--- src/cart_pkg.sv ---
// Cart loader package: widths, enums, structs, header address map, cheat layout
package cart_pkg;

	////////////////////////////////////////////////////////////////////////////
	// Vector types

	typedef logic [24:0] dl_addr_t;      // Byte address in download stream
	typedef logic [15:0] dl_word_t;      // Even byte in low half
	typedef logic [7:0]  dl_index_t;     // File index, all ones for cheats
	typedef logic [63:0] cart_id_t;      // Eight ASCII characters
	typedef logic [7:0]  sensor_delay_t; // Light-gun sensor delay
	typedef logic [31:0] cheat_field_t;

	////////////////////////////////////////////////////////////////////////////
	// ROM header map and constants

	localparam dl_addr_t HDR_REGION_ADDR0 = 25'h1F0; // Two region letters
	localparam dl_addr_t HDR_REGION_ADDR1 = 25'h1F2; // Third letter, low byte
	localparam dl_addr_t HDR_END_ADDR     = 25'h200;
	localparam dl_addr_t ID_ADDR_FIRST    = 25'h182;
	localparam dl_addr_t ID_ADDR_LAST     = 25'h18A;
	localparam dl_addr_t ID_LOOKUP_ADDR   = 25'h18C; // First word past the ID

	localparam dl_index_t     CHEAT_INDEX          = 8'hFF;
	localparam sensor_delay_t DEFAULT_SENSOR_DELAY = 8'd44;

	// Key codes for manual region change
	localparam logic [8:0] KEY_F1 = 9'h005;
	localparam logic [8:0] KEY_F2 = 9'h006;
	localparam logic [8:0] KEY_F3 = 9'h004;

	// Word offset that completes a cheat code
	localparam logic [3:0] CHEAT_LAST_OFS = 4'd14;

	////////////////////////////////////////////////////////////////////////////
	// Enums

	typedef enum logic [1:0] {JP = 2'd0, US = 2'd1, EU = 2'd2} region_t;

	typedef enum logic [1:0] {
		PRIO_US_EU_JP = 2'd0,
		PRIO_EU_US_JP = 2'd1,
		PRIO_US_JP_EU = 2'd2,
		PRIO_JP_US_EU = 2'd3
	} region_prio_t;

	typedef enum logic [1:0] {HEADER = 2'd0, FILE_EXT = 2'd1, OFF = 2'd2} region_mode_t;

	////////////////////////////////////////////////////////////////////////////
	// Structs

	typedef struct packed {
		logic      active;
		logic      wr;
		dl_index_t index;
		dl_addr_t  addr;
		dl_word_t  data;
	} dl_bus_t;

	typedef struct packed {
		logic       toggle;  // Flips once per key event
		logic       pressed;
		logic [8:0] code;
	} key_evt_t;

	typedef struct packed {
		region_mode_t mode;
		region_prio_t prio;
	} region_cfg_t;

	typedef struct packed {
		logic sram;
		logic eeprom;
		logic noram;
		logic fifo;
		logic pier;
		logic svp;
		logic fmbusy;
		logic schan;
	} cart_quirks_t;

	typedef struct packed {
		logic          gun_type;
		sensor_delay_t sensor_delay;
	} gun_cfg_t;

	// Offsets 0..14 fill flags, addr, compare, replace, low word first
	typedef struct packed {
		cheat_field_t flags;
		cheat_field_t addr;
		cheat_field_t compare;
		cheat_field_t replace;
	} cheat_code_t;

endpackage
--- src/cart_loader_top.sv ---
// Cart loader top level: download decode and block interconnect
`timescale 1ns/1ps

module cart_loader_top (
	input  logic                   clk_sys,
	input  logic                   RESET,
	input  cart_pkg::dl_bus_t      dl,
	input  cart_pkg::key_evt_t     key,
	input  cart_pkg::region_cfg_t  region_cfg,
	output cart_pkg::region_t      region_req,
	output logic                   region_set,
	output cart_pkg::cart_quirks_t quirks,
	output cart_pkg::gun_cfg_t     gun_cfg,
	output cart_pkg::cheat_code_t  cheat,
	output logic                   cheat_valid,
	output logic                   cheat_reset
);

	logic               cheat_file;
	logic               cart_active;
	logic               cart_wr;
	logic               cheat_wr;
	logic               lookup;
	logic               hdr_j;
	logic               hdr_u;
	logic               hdr_e;
	logic               hdr_ready;
	cart_pkg::cart_id_t cart_id;

	////////////////////////////////////////////////////////////////////////////
	// Download decode

	assign cheat_file  = dl.index == cart_pkg::CHEAT_INDEX;
	assign cart_active = dl.active && !cheat_file;
	assign cart_wr     = cart_active && dl.wr;
	assign cheat_wr    = dl.active && dl.wr && cheat_file;
	assign lookup      = cart_wr && dl.addr == cart_pkg::ID_LOOKUP_ADDR; // ID complete

	////////////////////////////////////////////////////////////////////////////
	// Blocks

	cart_header_scan hdr_i (
		.clk_sys(clk_sys), .RESET(RESET),
		.cart_active(cart_active), .cart_wr(cart_wr),
		.addr(dl.addr), .data(dl.data),
		.hdr_j(hdr_j), .hdr_u(hdr_u), .hdr_e(hdr_e),
		.hdr_ready(hdr_ready), .cart_id(cart_id)
	);

	cart_quirk_table quirk_i (
		.clk_sys(clk_sys), .RESET(RESET),
		.cart_active(cart_active), .lookup(lookup), .cart_id(cart_id),
		.quirks(quirks), .gun_cfg(gun_cfg)
	);

	region_select region_i (
		.clk_sys(clk_sys), .RESET(RESET),
		.hdr_ready(hdr_ready), .hdr_j(hdr_j), .hdr_u(hdr_u), .hdr_e(hdr_e),
		.file_index(dl.index), .cfg(region_cfg), .key(key),
		.region_req(region_req), .region_set(region_set)
	);

	cheat_code_loader cheat_i (
		.clk_sys(clk_sys), .RESET(RESET),
		.code_wr(cheat_wr), .addr(dl.addr), .data(dl.data),
		.code(cheat), .code_valid(cheat_valid), .code_reset(cheat_reset)
	);

endmodule

--- src/cheat_code_loader.sv ---
// Cheat code assembler: 128-bit code from eight words, valid and reset pulses
`timescale 1ns/1ps

module cheat_code_loader (
	input  logic                  clk_sys,
	input  logic                  RESET,
	input  logic                  code_wr,
	input  cart_pkg::dl_addr_t    addr,
	input  cart_pkg::dl_word_t    data,
	output cart_pkg::cheat_code_t code,
	output logic                  code_valid,
	output logic                  code_reset
);

	// Word placement, low half of each field first
	always_ff @(posedge clk_sys) begin
		if (code_wr) begin
			case (addr[3:0])
				4'd0:  code.flags[15:0]    <= data;
				4'd2:  code.flags[31:16]   <= data;
				4'd4:  code.addr[15:0]     <= data;
				4'd6:  code.addr[31:16]    <= data;
				4'd8:  code.compare[15:0]  <= data;
				4'd10: code.compare[31:16] <= data;
				4'd12: code.replace[15:0]  <= data;
				4'd14: code.replace[31:16] <= data; // Completes the code
				default: ;
			endcase
		end
	end

	always_ff @(posedge clk_sys) begin
		if (RESET) begin
			code_valid <= 1'b0;
			code_reset <= 1'b0;
		end else begin
			code_valid <= code_wr && addr[3:0] == cart_pkg::CHEAT_LAST_OFS;
			code_reset <= code_wr && addr == '0; // New cheat file, drop old codes
		end
	end

	// Codes are eight words apart
	assert property (@(posedge clk_sys) disable iff (RESET) code_valid |=> !code_valid)
		else $error("code_valid high on consecutive cycles");

endmodule

--- src/region_select.sv ---
// Console region choice from header letters, file index or function keys
`timescale 1ns/1ps

module region_select (
	input  logic                  clk_sys,
	input  logic                  RESET,
	input  logic                  hdr_ready,
	input  logic                  hdr_j,
	input  logic                  hdr_u,
	input  logic                  hdr_e,
	input  cart_pkg::dl_index_t   file_index,
	input  cart_pkg::region_cfg_t cfg,
	input  cart_pkg::key_evt_t    key,
	output cart_pkg::region_t     region_req,
	output logic                  region_set
);

	// First flagged region in priority order, else head of that order
	function automatic cart_pkg::region_t pick_region(
		input cart_pkg::region_prio_t prio,
		input logic j,
		input logic u,
		input logic e
	);
		cart_pkg::region_t r;
		r = cart_pkg::JP;
		case (prio)
			cart_pkg::PRIO_US_EU_JP:
				r = u ? cart_pkg::US : e ? cart_pkg::EU : j ? cart_pkg::JP : cart_pkg::US;
			cart_pkg::PRIO_EU_US_JP:
				r = e ? cart_pkg::EU : u ? cart_pkg::US : j ? cart_pkg::JP : cart_pkg::EU;
			cart_pkg::PRIO_US_JP_EU:
				r = u ? cart_pkg::US : j ? cart_pkg::JP : e ? cart_pkg::EU : cart_pkg::US;
			cart_pkg::PRIO_JP_US_EU:
				r = j ? cart_pkg::JP : u ? cart_pkg::US : e ? cart_pkg::EU : cart_pkg::JP;
		endcase
		return r;
	endfunction

	logic old_ready;
	logic old_toggle;
	logic key_event;

	assign key_event = key.toggle != old_toggle;

	always_ff @(posedge clk_sys) begin
		if (RESET) begin
			old_ready <= 1'b0;
			old_toggle <= key.toggle; // No phantom event out of reset
			region_req <= cart_pkg::JP;
			region_set <= 1'b0;
		end else begin
			old_ready <= hdr_ready;
			old_toggle <= key.toggle;

			if (key_event) begin
				case (key.code)
					cart_pkg::KEY_F1: begin
						region_req <= cart_pkg::JP;
						region_set <= key.pressed;
					end
					cart_pkg::KEY_F2: begin
						region_req <= cart_pkg::US;
						region_set <= key.pressed;
					end
					cart_pkg::KEY_F3: begin
						region_req <= cart_pkg::EU;
						region_set <= key.pressed;
					end
					default: ;
				endcase
			end

			// Header complete
			if (hdr_ready && !old_ready) begin
				if (cfg.mode == cart_pkg::HEADER) begin
					region_set <= 1'b1;
					region_req <= pick_region(cfg.prio, hdr_j, hdr_u, hdr_e);
				end else if (cfg.mode == cart_pkg::FILE_EXT) begin
					region_set <= |file_index;
					region_req <= cart_pkg::region_t'(file_index[7:6]); // Region in index MSBs
				end
			end

			if (old_ready && !hdr_ready)
				region_set <= 1'b0; // Download finished
		end
	end

	assert property (@(posedge clk_sys) disable iff (RESET) region_req != 2'd3)
		else $error("Region request out of range");

endmodule

--- src/cart_quirk_table.sv ---
// Product ID lookup: per-game quirk flags and light-gun settings
`timescale 1ns/1ps

module cart_quirk_table (
	input  logic                   clk_sys,
	input  logic                   RESET,
	input  logic                   cart_active,
	input  logic                   lookup,
	input  cart_pkg::cart_id_t     cart_id,
	output cart_pkg::cart_quirks_t quirks,
	output cart_pkg::gun_cfg_t     gun_cfg
);

	logic old_active;

	always_ff @(posedge clk_sys) begin
		if (RESET) begin
			old_active <= 1'b0;
			quirks <= '0;
			gun_cfg <= '{gun_type: 1'b0, sensor_delay: cart_pkg::DEFAULT_SENSOR_DELAY};
		end else begin
			old_active <= cart_active;
			if (cart_active && !old_active)
				quirks <= '0; // Fresh download

			if (lookup) begin
				case (cart_id)
					// Battery RAM mapped on odd bytes
					"T-081276", "T-81406 ", "T-081586", "T-81576 ", "T-81476 ":
						quirks.sram <= 1'b1;
					// Serial EEPROM saves
					"MK-1215 ", "G-4060  ", "00001211", "MK-1228 ", "G-5538  ",
					"00004076", "T-12046 ", "T-12053 ", "G-4524  ":
						quirks.eeprom <= 1'b1;
					"T-113016":
						quirks.noram <= 1'b1; // Fake RAM check
					"T-89016 ":
						quirks.fifo <= 1'b1;
					"T-574023", "T-574013":
						quirks.pier <= 1'b1;
					"MK-1229 ", "G-7001  ":
						quirks.svp <= 1'b1;   // DSP cart
					"T-35036 ", "T-25073 ", "MK-1137-":
						quirks.fmbusy <= 1'b1;
					"T-68???-":
						quirks.schan <= 1'b1;
					default: ;
				endcase

				// Light-gun type and sensor offset
				case (cart_id)
					"MK-1533 ": gun_cfg <= '{1'b0, 8'd100};
					"T-95096-": gun_cfg <= '{1'b1, 8'd52};  // Justifier
					"T-95136-": gun_cfg <= '{1'b1, 8'd30};  // Justifier
					"MK-1658 ": gun_cfg <= '{1'b0, 8'd120};
					"T-081156": gun_cfg <= '{1'b0, 8'd126};
					default:    gun_cfg <= '{1'b0, cart_pkg::DEFAULT_SENSOR_DELAY};
				endcase
			end
		end
	end

	// Table entries are exclusive and flags clear per download
	assert property (@(posedge clk_sys) disable iff (RESET) $onehot0(quirks))
		else $error("More than one quirk flag set");

endmodule

--- src/cart_header_scan.sv ---
// ROM header scanner: region letter flags, product ID capture, header-ready level
`timescale 1ns/1ps

module cart_header_scan (
	input  logic               clk_sys,
	input  logic               RESET,
	input  logic               cart_active,
	input  logic               cart_wr,
	input  cart_pkg::dl_addr_t addr,
	input  cart_pkg::dl_word_t data,
	output logic               hdr_j,
	output logic               hdr_u,
	output logic               hdr_e,
	output logic               hdr_ready,
	output cart_pkg::cart_id_t cart_id
);

	// Region letter to {j, u, e}
	function automatic logic [2:0] classify(input logic [7:0] ch);
		logic [2:0] f;
		f = 3'b000;
		if (ch == "J")
			f = 3'b100;
		else if (ch == "U")
			f = 3'b010;
		else if (ch >= "0" && ch <= "Z")
			f = 3'b001; // Anything else counts as Europe
		return f;
	endfunction

	logic       old_active;
	logic [2:0] lo_flags;
	logic [2:0] hi_flags;
	logic [2:0] new_flags;

	assign lo_flags = classify(data[7:0]);
	assign hi_flags = classify(data[15:8]);

	always_comb begin
		new_flags = 3'b000;
		if (cart_wr && addr == cart_pkg::HDR_REGION_ADDR0)
			new_flags = lo_flags | hi_flags;
		else if (cart_wr && addr == cart_pkg::HDR_REGION_ADDR1)
			new_flags = lo_flags; // Only low byte is a region letter here
	end

	always_ff @(posedge clk_sys) begin
		if (RESET) begin
			old_active <= 1'b0;
			{hdr_j, hdr_u, hdr_e} <= 3'b000;
			hdr_ready <= 1'b0;
		end else begin
			old_active <= cart_active;
			if (cart_active && !old_active)
				{hdr_j, hdr_u, hdr_e} <= new_flags; // New cart starts clean
			else
				{hdr_j, hdr_u, hdr_e} <= {hdr_j, hdr_u, hdr_e} | new_flags;

			if (old_active && !cart_active)
				hdr_ready <= 1'b0;
			if (cart_wr && addr == cart_pkg::HDR_END_ADDR)
				hdr_ready <= 1'b1;
		end
	end

	// Product ID, ROM bytes 0x183..0x18A, big endian across word halves
	always_ff @(posedge clk_sys) begin
		if (cart_wr) begin
			case (addr)
				cart_pkg::ID_ADDR_FIRST:         cart_id[63:56] <= data[15:8];
				cart_pkg::ID_ADDR_FIRST + 25'd2: cart_id[55:40] <= {data[7:0], data[15:8]};
				cart_pkg::ID_ADDR_FIRST + 25'd4: cart_id[39:24] <= {data[7:0], data[15:8]};
				cart_pkg::ID_ADDR_FIRST + 25'd6: cart_id[23:8]  <= {data[7:0], data[15:8]};
				cart_pkg::ID_ADDR_LAST:          cart_id[7:0]   <= data[7:0];
				default: ;
			endcase
		end
	end

	// Header end can only be seen while a cart is downloading
	assert property (@(posedge clk_sys) disable iff (RESET)
		$rose(hdr_ready) |-> $past(cart_active))
		else $error("hdr_ready rose outside a cart download");

endmodule

--- config.mk ---
export PLATFORM = sky130hd
export DESIGN_NAME = cart_loader_top
export DESIGN_NICKNAME = d
export VERILOG_FILES = /design/src/cart_pkg.sv /design/src/cart_loader_top.sv /design/src/cheat_code_loader.sv /design/src/region_select.sv /design/src/cart_quirk_table.sv /design/src/cart_header_scan.sv
export SDC_FILE = /design/constraint.sdc
export NUM_CORES = 1
export LEC_CHECK = 0
export ABC_CLOCK_PERIOD_IN_PS = 2500
export BUFFER_PORTS_ARGS = -buffer_cell sky130_fd_sc_hd__clkbuf_2
export CAP_MARGIN = 5
export CORE_MARGIN = 2
export CORE_UTILIZATION = 36
export DETAILED_ROUTE_END_ITERATION = 10
export PLACE_DENSITY_LB_ADDON = 0.2
export SLEW_MARGIN = 40
export SYNTH_ARGS = -nofsm -noshare
export SYNTH_HDL_FRONTEND = slang
export SYNTH_HIERARCHICAL = 1
export SYNTH_SLANG_ARGS = --single-unit
export TNS_END_PERCENT = 20
--- constraint.sdc ---
create_clock -name clk_sys -period 2.5 [get_ports clk_sys]
set_input_delay 0.25 -clock clk_sys [delete_from_list [all_inputs] [get_ports clk_sys]]
set_output_delay 0.25 -clock clk_sys [all_outputs]
set_load 0.02 [all_outputs]
# After elaboration in Yosys (flattened, before gate mapping)
# Cells that the tools add are included.
dict set report word_totals {
  reg_bits 221
  input_bits 68
  output_inout_bits 150
  elab_cells 192
}
dict set report classes {
  n_lt_le_gt_ge 4
  eq_ne 58
  n_mux 47
  n_bitwise 2
  n_reduce_logical 47
}
# operator count
set ops {}
lappend ops {{== test 64 x 63 -> 1 bit (second input constant)} 27}
lappend ops {{== test 25 x 9 -> 1 bit (second input constant)} 8}
lappend ops {{== test 64 x 62 -> 1 bit (second input constant)} 2}
lappend ops {{case mux 9 bit (5 select lines)} 1}
lappend ops {{== test 8 x 7 -> 1 bit (second input constant)} 4}
lappend ops {{two-way mux 2 bit} 15}
lappend ops {{== test 9 x 3 -> 1 bit (second input constant)} 3}
lappend ops {{AND reduction 2 bit} 13}
lappend ops {{== test 25 x 10 -> 1 bit (second input constant)} 1}
lappend ops {{logical NOT 25 bit} 1}
lappend ops {{two-way mux 1 bit} 21}
lappend ops {{two-way mux 3 bit} 6}
lappend ops {{== test 4 bit (second input constant)} 4}
lappend ops {{greater-or-equal comparator 8 x 6 -> 1 bit (second input constant)} 2}
lappend ops {{less-or-equal comparator 8 x 7 -> 1 bit (second input constant)} 2}
lappend ops {{logical AND 1 bit} 16}
lappend ops {{two-way mux 8 bit} 2}
lappend ops {{OR reduction 9 bit} 1}
lappend ops {{== test 4 x 3 -> 1 bit (second input constant)} 2}
lappend ops {{== test 8 bit (second input constant)} 1}
lappend ops {{case mux 2 bit (4 select lines)} 1}
lappend ops {{OR reduction 8 bit} 1}
lappend ops {{bitwise OR 3 bit} 2}
lappend ops {{case mux 2 bit (3 select lines)} 1}
lappend ops {{other kinds (11)} 21}

# Longest topological paths before layout
dict set report depth {
  depth_word 9
  depth_mapped 8
  ltp_nobuf 8
}

# Hierarchy
# Netlist, hierarchy kept.
# module instances cells_each area_per_inst_um2 seq_area_each_um2
set modules_own_cells {}
lappend modules_own_cells {cheat_code_loader 1 152 4020.1 3883.7}
lappend modules_own_cells {cart_header_scan 1 131 2461.1 2021.9}
lappend modules_own_cells {cart_quirk_table 1 256 1795.5 320.3}
lappend modules_own_cells {region_select 1 47 367.9 100.1}
lappend modules_own_cells {cart_loader_top 1 17 122.6 0.0}

# Least setup slack after synthesis
# No wires, ideal clock.
dict set report synth_timing {
  path_kind {input to register}
  from {input dl[44] (netlist bit)}
  to {register cheat_i/code[112] (netlist bit), enable pin}
  setup_time_ns 0.432
  t_arrival_ns 2.347
  required_ns 2.068
  setup_slack_ns -0.279
  cell_stages 4
  n_path_buf 0
  cell_sequence {nand4_1 -> nor3_1 -> nand2_1 -> nor4_1}
}
dict set report synth_between {
  elab_chain_len 3
}
# element line
set synth_rtl {}
lappend synth_rtl {{start, declared} cart_loader_top.sv:7} ;# input cart_pkg::dl_bus_t dl,
lappend synth_rtl {{== test 8 bit} cart_loader_top.sv:33} ;# assign cheat_file = dl.index == cart_pkg::CHEAT_INDEX;
lappend synth_rtl {{logical AND 1 bit} cart_loader_top.sv:36} ;# assign cheat_wr = dl.active && dl.wr && cheat_file;
lappend synth_rtl {{net cheat_wr} cart_loader_top.sv:22} ;# logic cheat_wr;
lappend synth_rtl {{AND reduction 2 bit (no source line)} n/a}
lappend synth_rtl {{end, declared} cheat_code_loader.sv:10} ;# output cart_pkg::cheat_code_t code,
# The timed path passes the listed nets, and every way through them passes these cells.
# A chain may end at the register's enable or synchronous reset.

# Worst setup path after layout
dict set report layout_timing {
  from {register hdr_i.cart_id[54]}
  to {register, netlist name quirk_i/quirks[0]}
}
dict set report layout_between {
  elab_chain_len 3
}
# element line
set layout_rtl {}
lappend layout_rtl {{start, declared} cart_header_scan.sv:15} ;# output cart_pkg::cart_id_t cart_id
lappend layout_rtl {{start signal, assigned} cart_header_scan.sv:71} ;# cart_pkg::ID_ADDR_FIRST + 25'd2: cart_id[55:40] <= {data[7:0], data[15:8]};
lappend layout_rtl {{== test 64 x 63 -> 1 bit} cart_quirk_table.sv:27} ;# case (cart_id)
lappend layout_rtl {{two-way mux 1 bit} cart_quirk_table.sv:27}
lappend layout_rtl {{two-way mux 8 bit} cart_quirk_table.sv:26} ;# if (lookup) begin
# Every way passes these cells.

==> run_results.csv <==
group,metric,value,unit
power,powerDensity,642.8,nW/um^2
power,power_frac_seq,53.9,%
place,place_hpwl,18.66,mm
final_layout,drive_above_1_share,38.13,%
sta,setup_slack,0.05151,ns
final_layout,area_growth_syn_to_layout,31.28,%
route,initialDrtViolationCount,390,
setup_path,required,2.94,ns
route,first_pass_iters,5,
power,p_sw_share,21.07,%
sta,whs,0.01898,ns
grt,first_global_vias,6628,
yosys,ys.flop_type,"edfxtp_1",
cts,root_buffer,"clkbuf_16",
setup_path,slowest_delay,0.56,ns
die,dieArea,25620,um^2
setup_path,startpoint_type,"flip-flop",
power,p_int,0.005839,W
sta,post-route-period-util,97.94,%
route,wl,25.78,mm
die,die_w,160.1,um
yosys,ys_types,72,
grt,grt_max_degree,23,
setup_path,critPathKind,"flip-flop to flip-flop",
route,vias_per_cell,5.261,
sta,relSlewSlack,59.05,%
place,io_buffers,215,
setup_path,crit_chain,"or4b_4, or2_4, or4_4, or4_1, a21oi_1",
sta,hold_violations,0,
yosys,synthesis.area,8767,um^2
cts,clock_sinks,220,
yosys,ys_warn_count,6,
power,pwr-share-clk,42.8,%
sta,fin_skew,0.02466,ns
die,start_util,36.37,%
setup_path,worst_ep_arrival_time,2.89,ns
die,die_h,160.1,um
route,drtAntennaViolNets,0,
power,pwr-share-comb,3.3,%
cts,cts_tree,"done",
yosys,synth-edff-count,192,
place,gp_congestion,0.9147,
route,wire_per_inst,20.76,um
yosys,synth_area_leaders,"edfxtp_1, dfxtp_1, nor4_1, nor2_1, nand4_1",
final_layout,final_common_cell,"clkbuf_2",
power,leakagePower,4.078,nW
setup_path,r2r-start,"hdr_i/cart_id[54]",
cts,post-cts-setup-buffer-count,0,
place,dp_slack,-0.1263,ns
grt,grt_pass1_wl,38.81,mm
yosys,async_flop_share,0,%
place,placed_cell_area,10770,um^2
setup_path,critPathSlowestCell,"or4b_4",
yosys,synth_top_area_cell,"edfxtp_1",
sta,report.final.slew_viol_count,0,
sta,tightest_slew,0.6086,ns
final_layout,fin_cells,1242,
setup_path,endpoint_kind,"flip-flop",
yosys,synth_top_area_share,65.76,%
final_layout,final_core_util,47.75,%
grt,track_usage,19.80,%
yosys,synth_area_per_cell,14.54,um^2
yosys,syn_inst,603,
sta,fin_crit,2.448,ns
cts,insertion_delay,0.53,ns
final_layout,final_area,11510,um^2
run_status,status,"completed",
cts,clkSlewWorstSetupHoldPaths,0.06,ns
worst_hold_path,hp-class,"input pin to flip-flop",
power,ir_worst_vdd,0.0006515,V
power,p_sw,0.001559,W
final_layout,mostFrequentLayoutCells,"clkbuf_2, edfxtp_1, buf_4, nor2_1, nand2_1",
grt,overflow,0,
die,io_pins,218,
setup_path,critPathLaunch,"hdr_i/cart_id[54]",
worst_hold_path,hp-start,"region_cfg[3]",
yosys,synth-seq-cells,220,
final_layout,nets,969,
sta,max_freq,408.4,MHz
final_layout,diodes,0,
flow_run,maxCapViolCount,0,
place,place_inst,1198,
cts,cts_buffers,24,
route,num_vias,6534,
sta,setup_viol,0,
die,coreArea,24110,um^2
die,std_cell_rows,57,
route,drcViolationCount,0,
cts,clockBufferDepth,3,
cts,htreeDepth,1,
sta,rsz0062_at_grt,"true",
setup_path,crit_fanout,4,
yosys,seq_area_frac_synth,72.16,%
grt,antenna_found_initial,0,
==> through the flow <==
| stage | total power (W) | setup TNS [ns] |
|---|---|---|
| after detailed placement | 0.004315 | -0.2250 |
| after global routing | 0.007633 | -0.006831 |
| after floorplan | 0.004125 | 0 |
| after CTS | 0.007465 | 0 |
| final | 0.007398 | 0 |
| after global placement | 0.004312 | -0.1208 |
==> flip-flops by register name, summed over array words and instances (netlist names) <==
signal / flops
hdr_i/hdr_e: 1
cheat_i/code: 128
hdr_i/hdr_j: 1
hdr_i/cart_id: 64
cheat_i/code_valid: 1
region_i/old_ready: 1
region_i/region_req: 2
cheat_i/code_reset: 1
quirk_i/quirks: 8
hdr_i/old_active: 1
hdr_i/hdr_u: 1
region_i/old_toggle: 1
quirk_i/gun_cfg: 7
quirk_i/old_active: 1
region_i/region_set: 1
hdr_i/hdr_ready: 1
==> worst max-delay path: cells and delay by family (launching register included) <==
family | cells | cell delay, ns
AOI/OAI and AO/OA | 1 | 0.12
and+or+nand+nor | 4 | 1.85
DFF | 1 | 0.38
==> power groups by stage <==
stage / combinational, W / clock [W] / sequential, W
floorplan: 0.0000557 / 0 / 0.00407
CTS: 0.000248 / 0.00323 / 0.00399
global route: 0.000268 / 0.00338 / 0.00399
global placement: 0.000244 / 0 / 0.00407
finish: 0.000244 / 0.00316 / 0.00399
detailed placement: 0.000247 / 0 / 0.00407
==> cells in the mapped netlist, types with 9 or more instances <==
cell type,instances
nand3_1,21
nor3_1,28
nand2b_1,9
nand2_1,32
nor4_1,27
inv_1,9
dfxtp_1,28
nor2b_1,13
edfxtp_1,192
a21oi_1,13
nand3b_1,14
nand4_1,23
nor4b_1,9
nor2_1,41
==> routing by layer <==
metal | global-route usage (%) | wire, um | vias to the layer above
li1 | - | - | 3034
met1 | 25.70 | 10770 | 3166
met2 | 31.62 | 11970 | 282
met3 | 6.104 | 2214 | 52
met4 | 6.839 | 824 | 0
met5 | 0 | 0 | -
==> final cells by class <==
type	count	area (um^2)
clock inverters	16	100.1
well taps	324	405.4
fillers	2208	12600
repair buffers	281	1612
multi-input cells	365	2421
inverters	9	33.78
clock buffers	27	611.8
flip-flops and latches	220	6326
==> timing repair <==
item                                    in CTS  in global routing
endpoints found under the setup margin       0                  5
endpoints found under the hold margin        1                  0
gates resized for setup                      0                  4
hold buffers                                 1                  0
==> logic make-up (layout without fill, tap and decap cells) <==
| family | count (synthesis) | after routing | share of synthesized area [%] |
|---|---|---|---|
| other cells | 1 | 2 | 0.04277 |
| flops | 220 | 220 | 72.16 |
| xor+xnor | 2 | 2 | 0.1998 |
| compound gates | 61 | 61 | 4.795 |
| simple gates | 300 | 300 | 21.91 |
| buf+inv | 19 | 333 | 0.8990 |
==> final timing paths <==
kind                                             to  slack (ns)  cells after the start
worst min register to register    quirk_i/quirks[5]        0.47                      2
worst max register to register    quirk_i/quirks[0]        0.05                      5
worst min-delay path            region_i/region_set        0.02                      3
worst max-delay path              quirk_i/quirks[0]        0.05                      5
(Power assumes the default switching activity.)
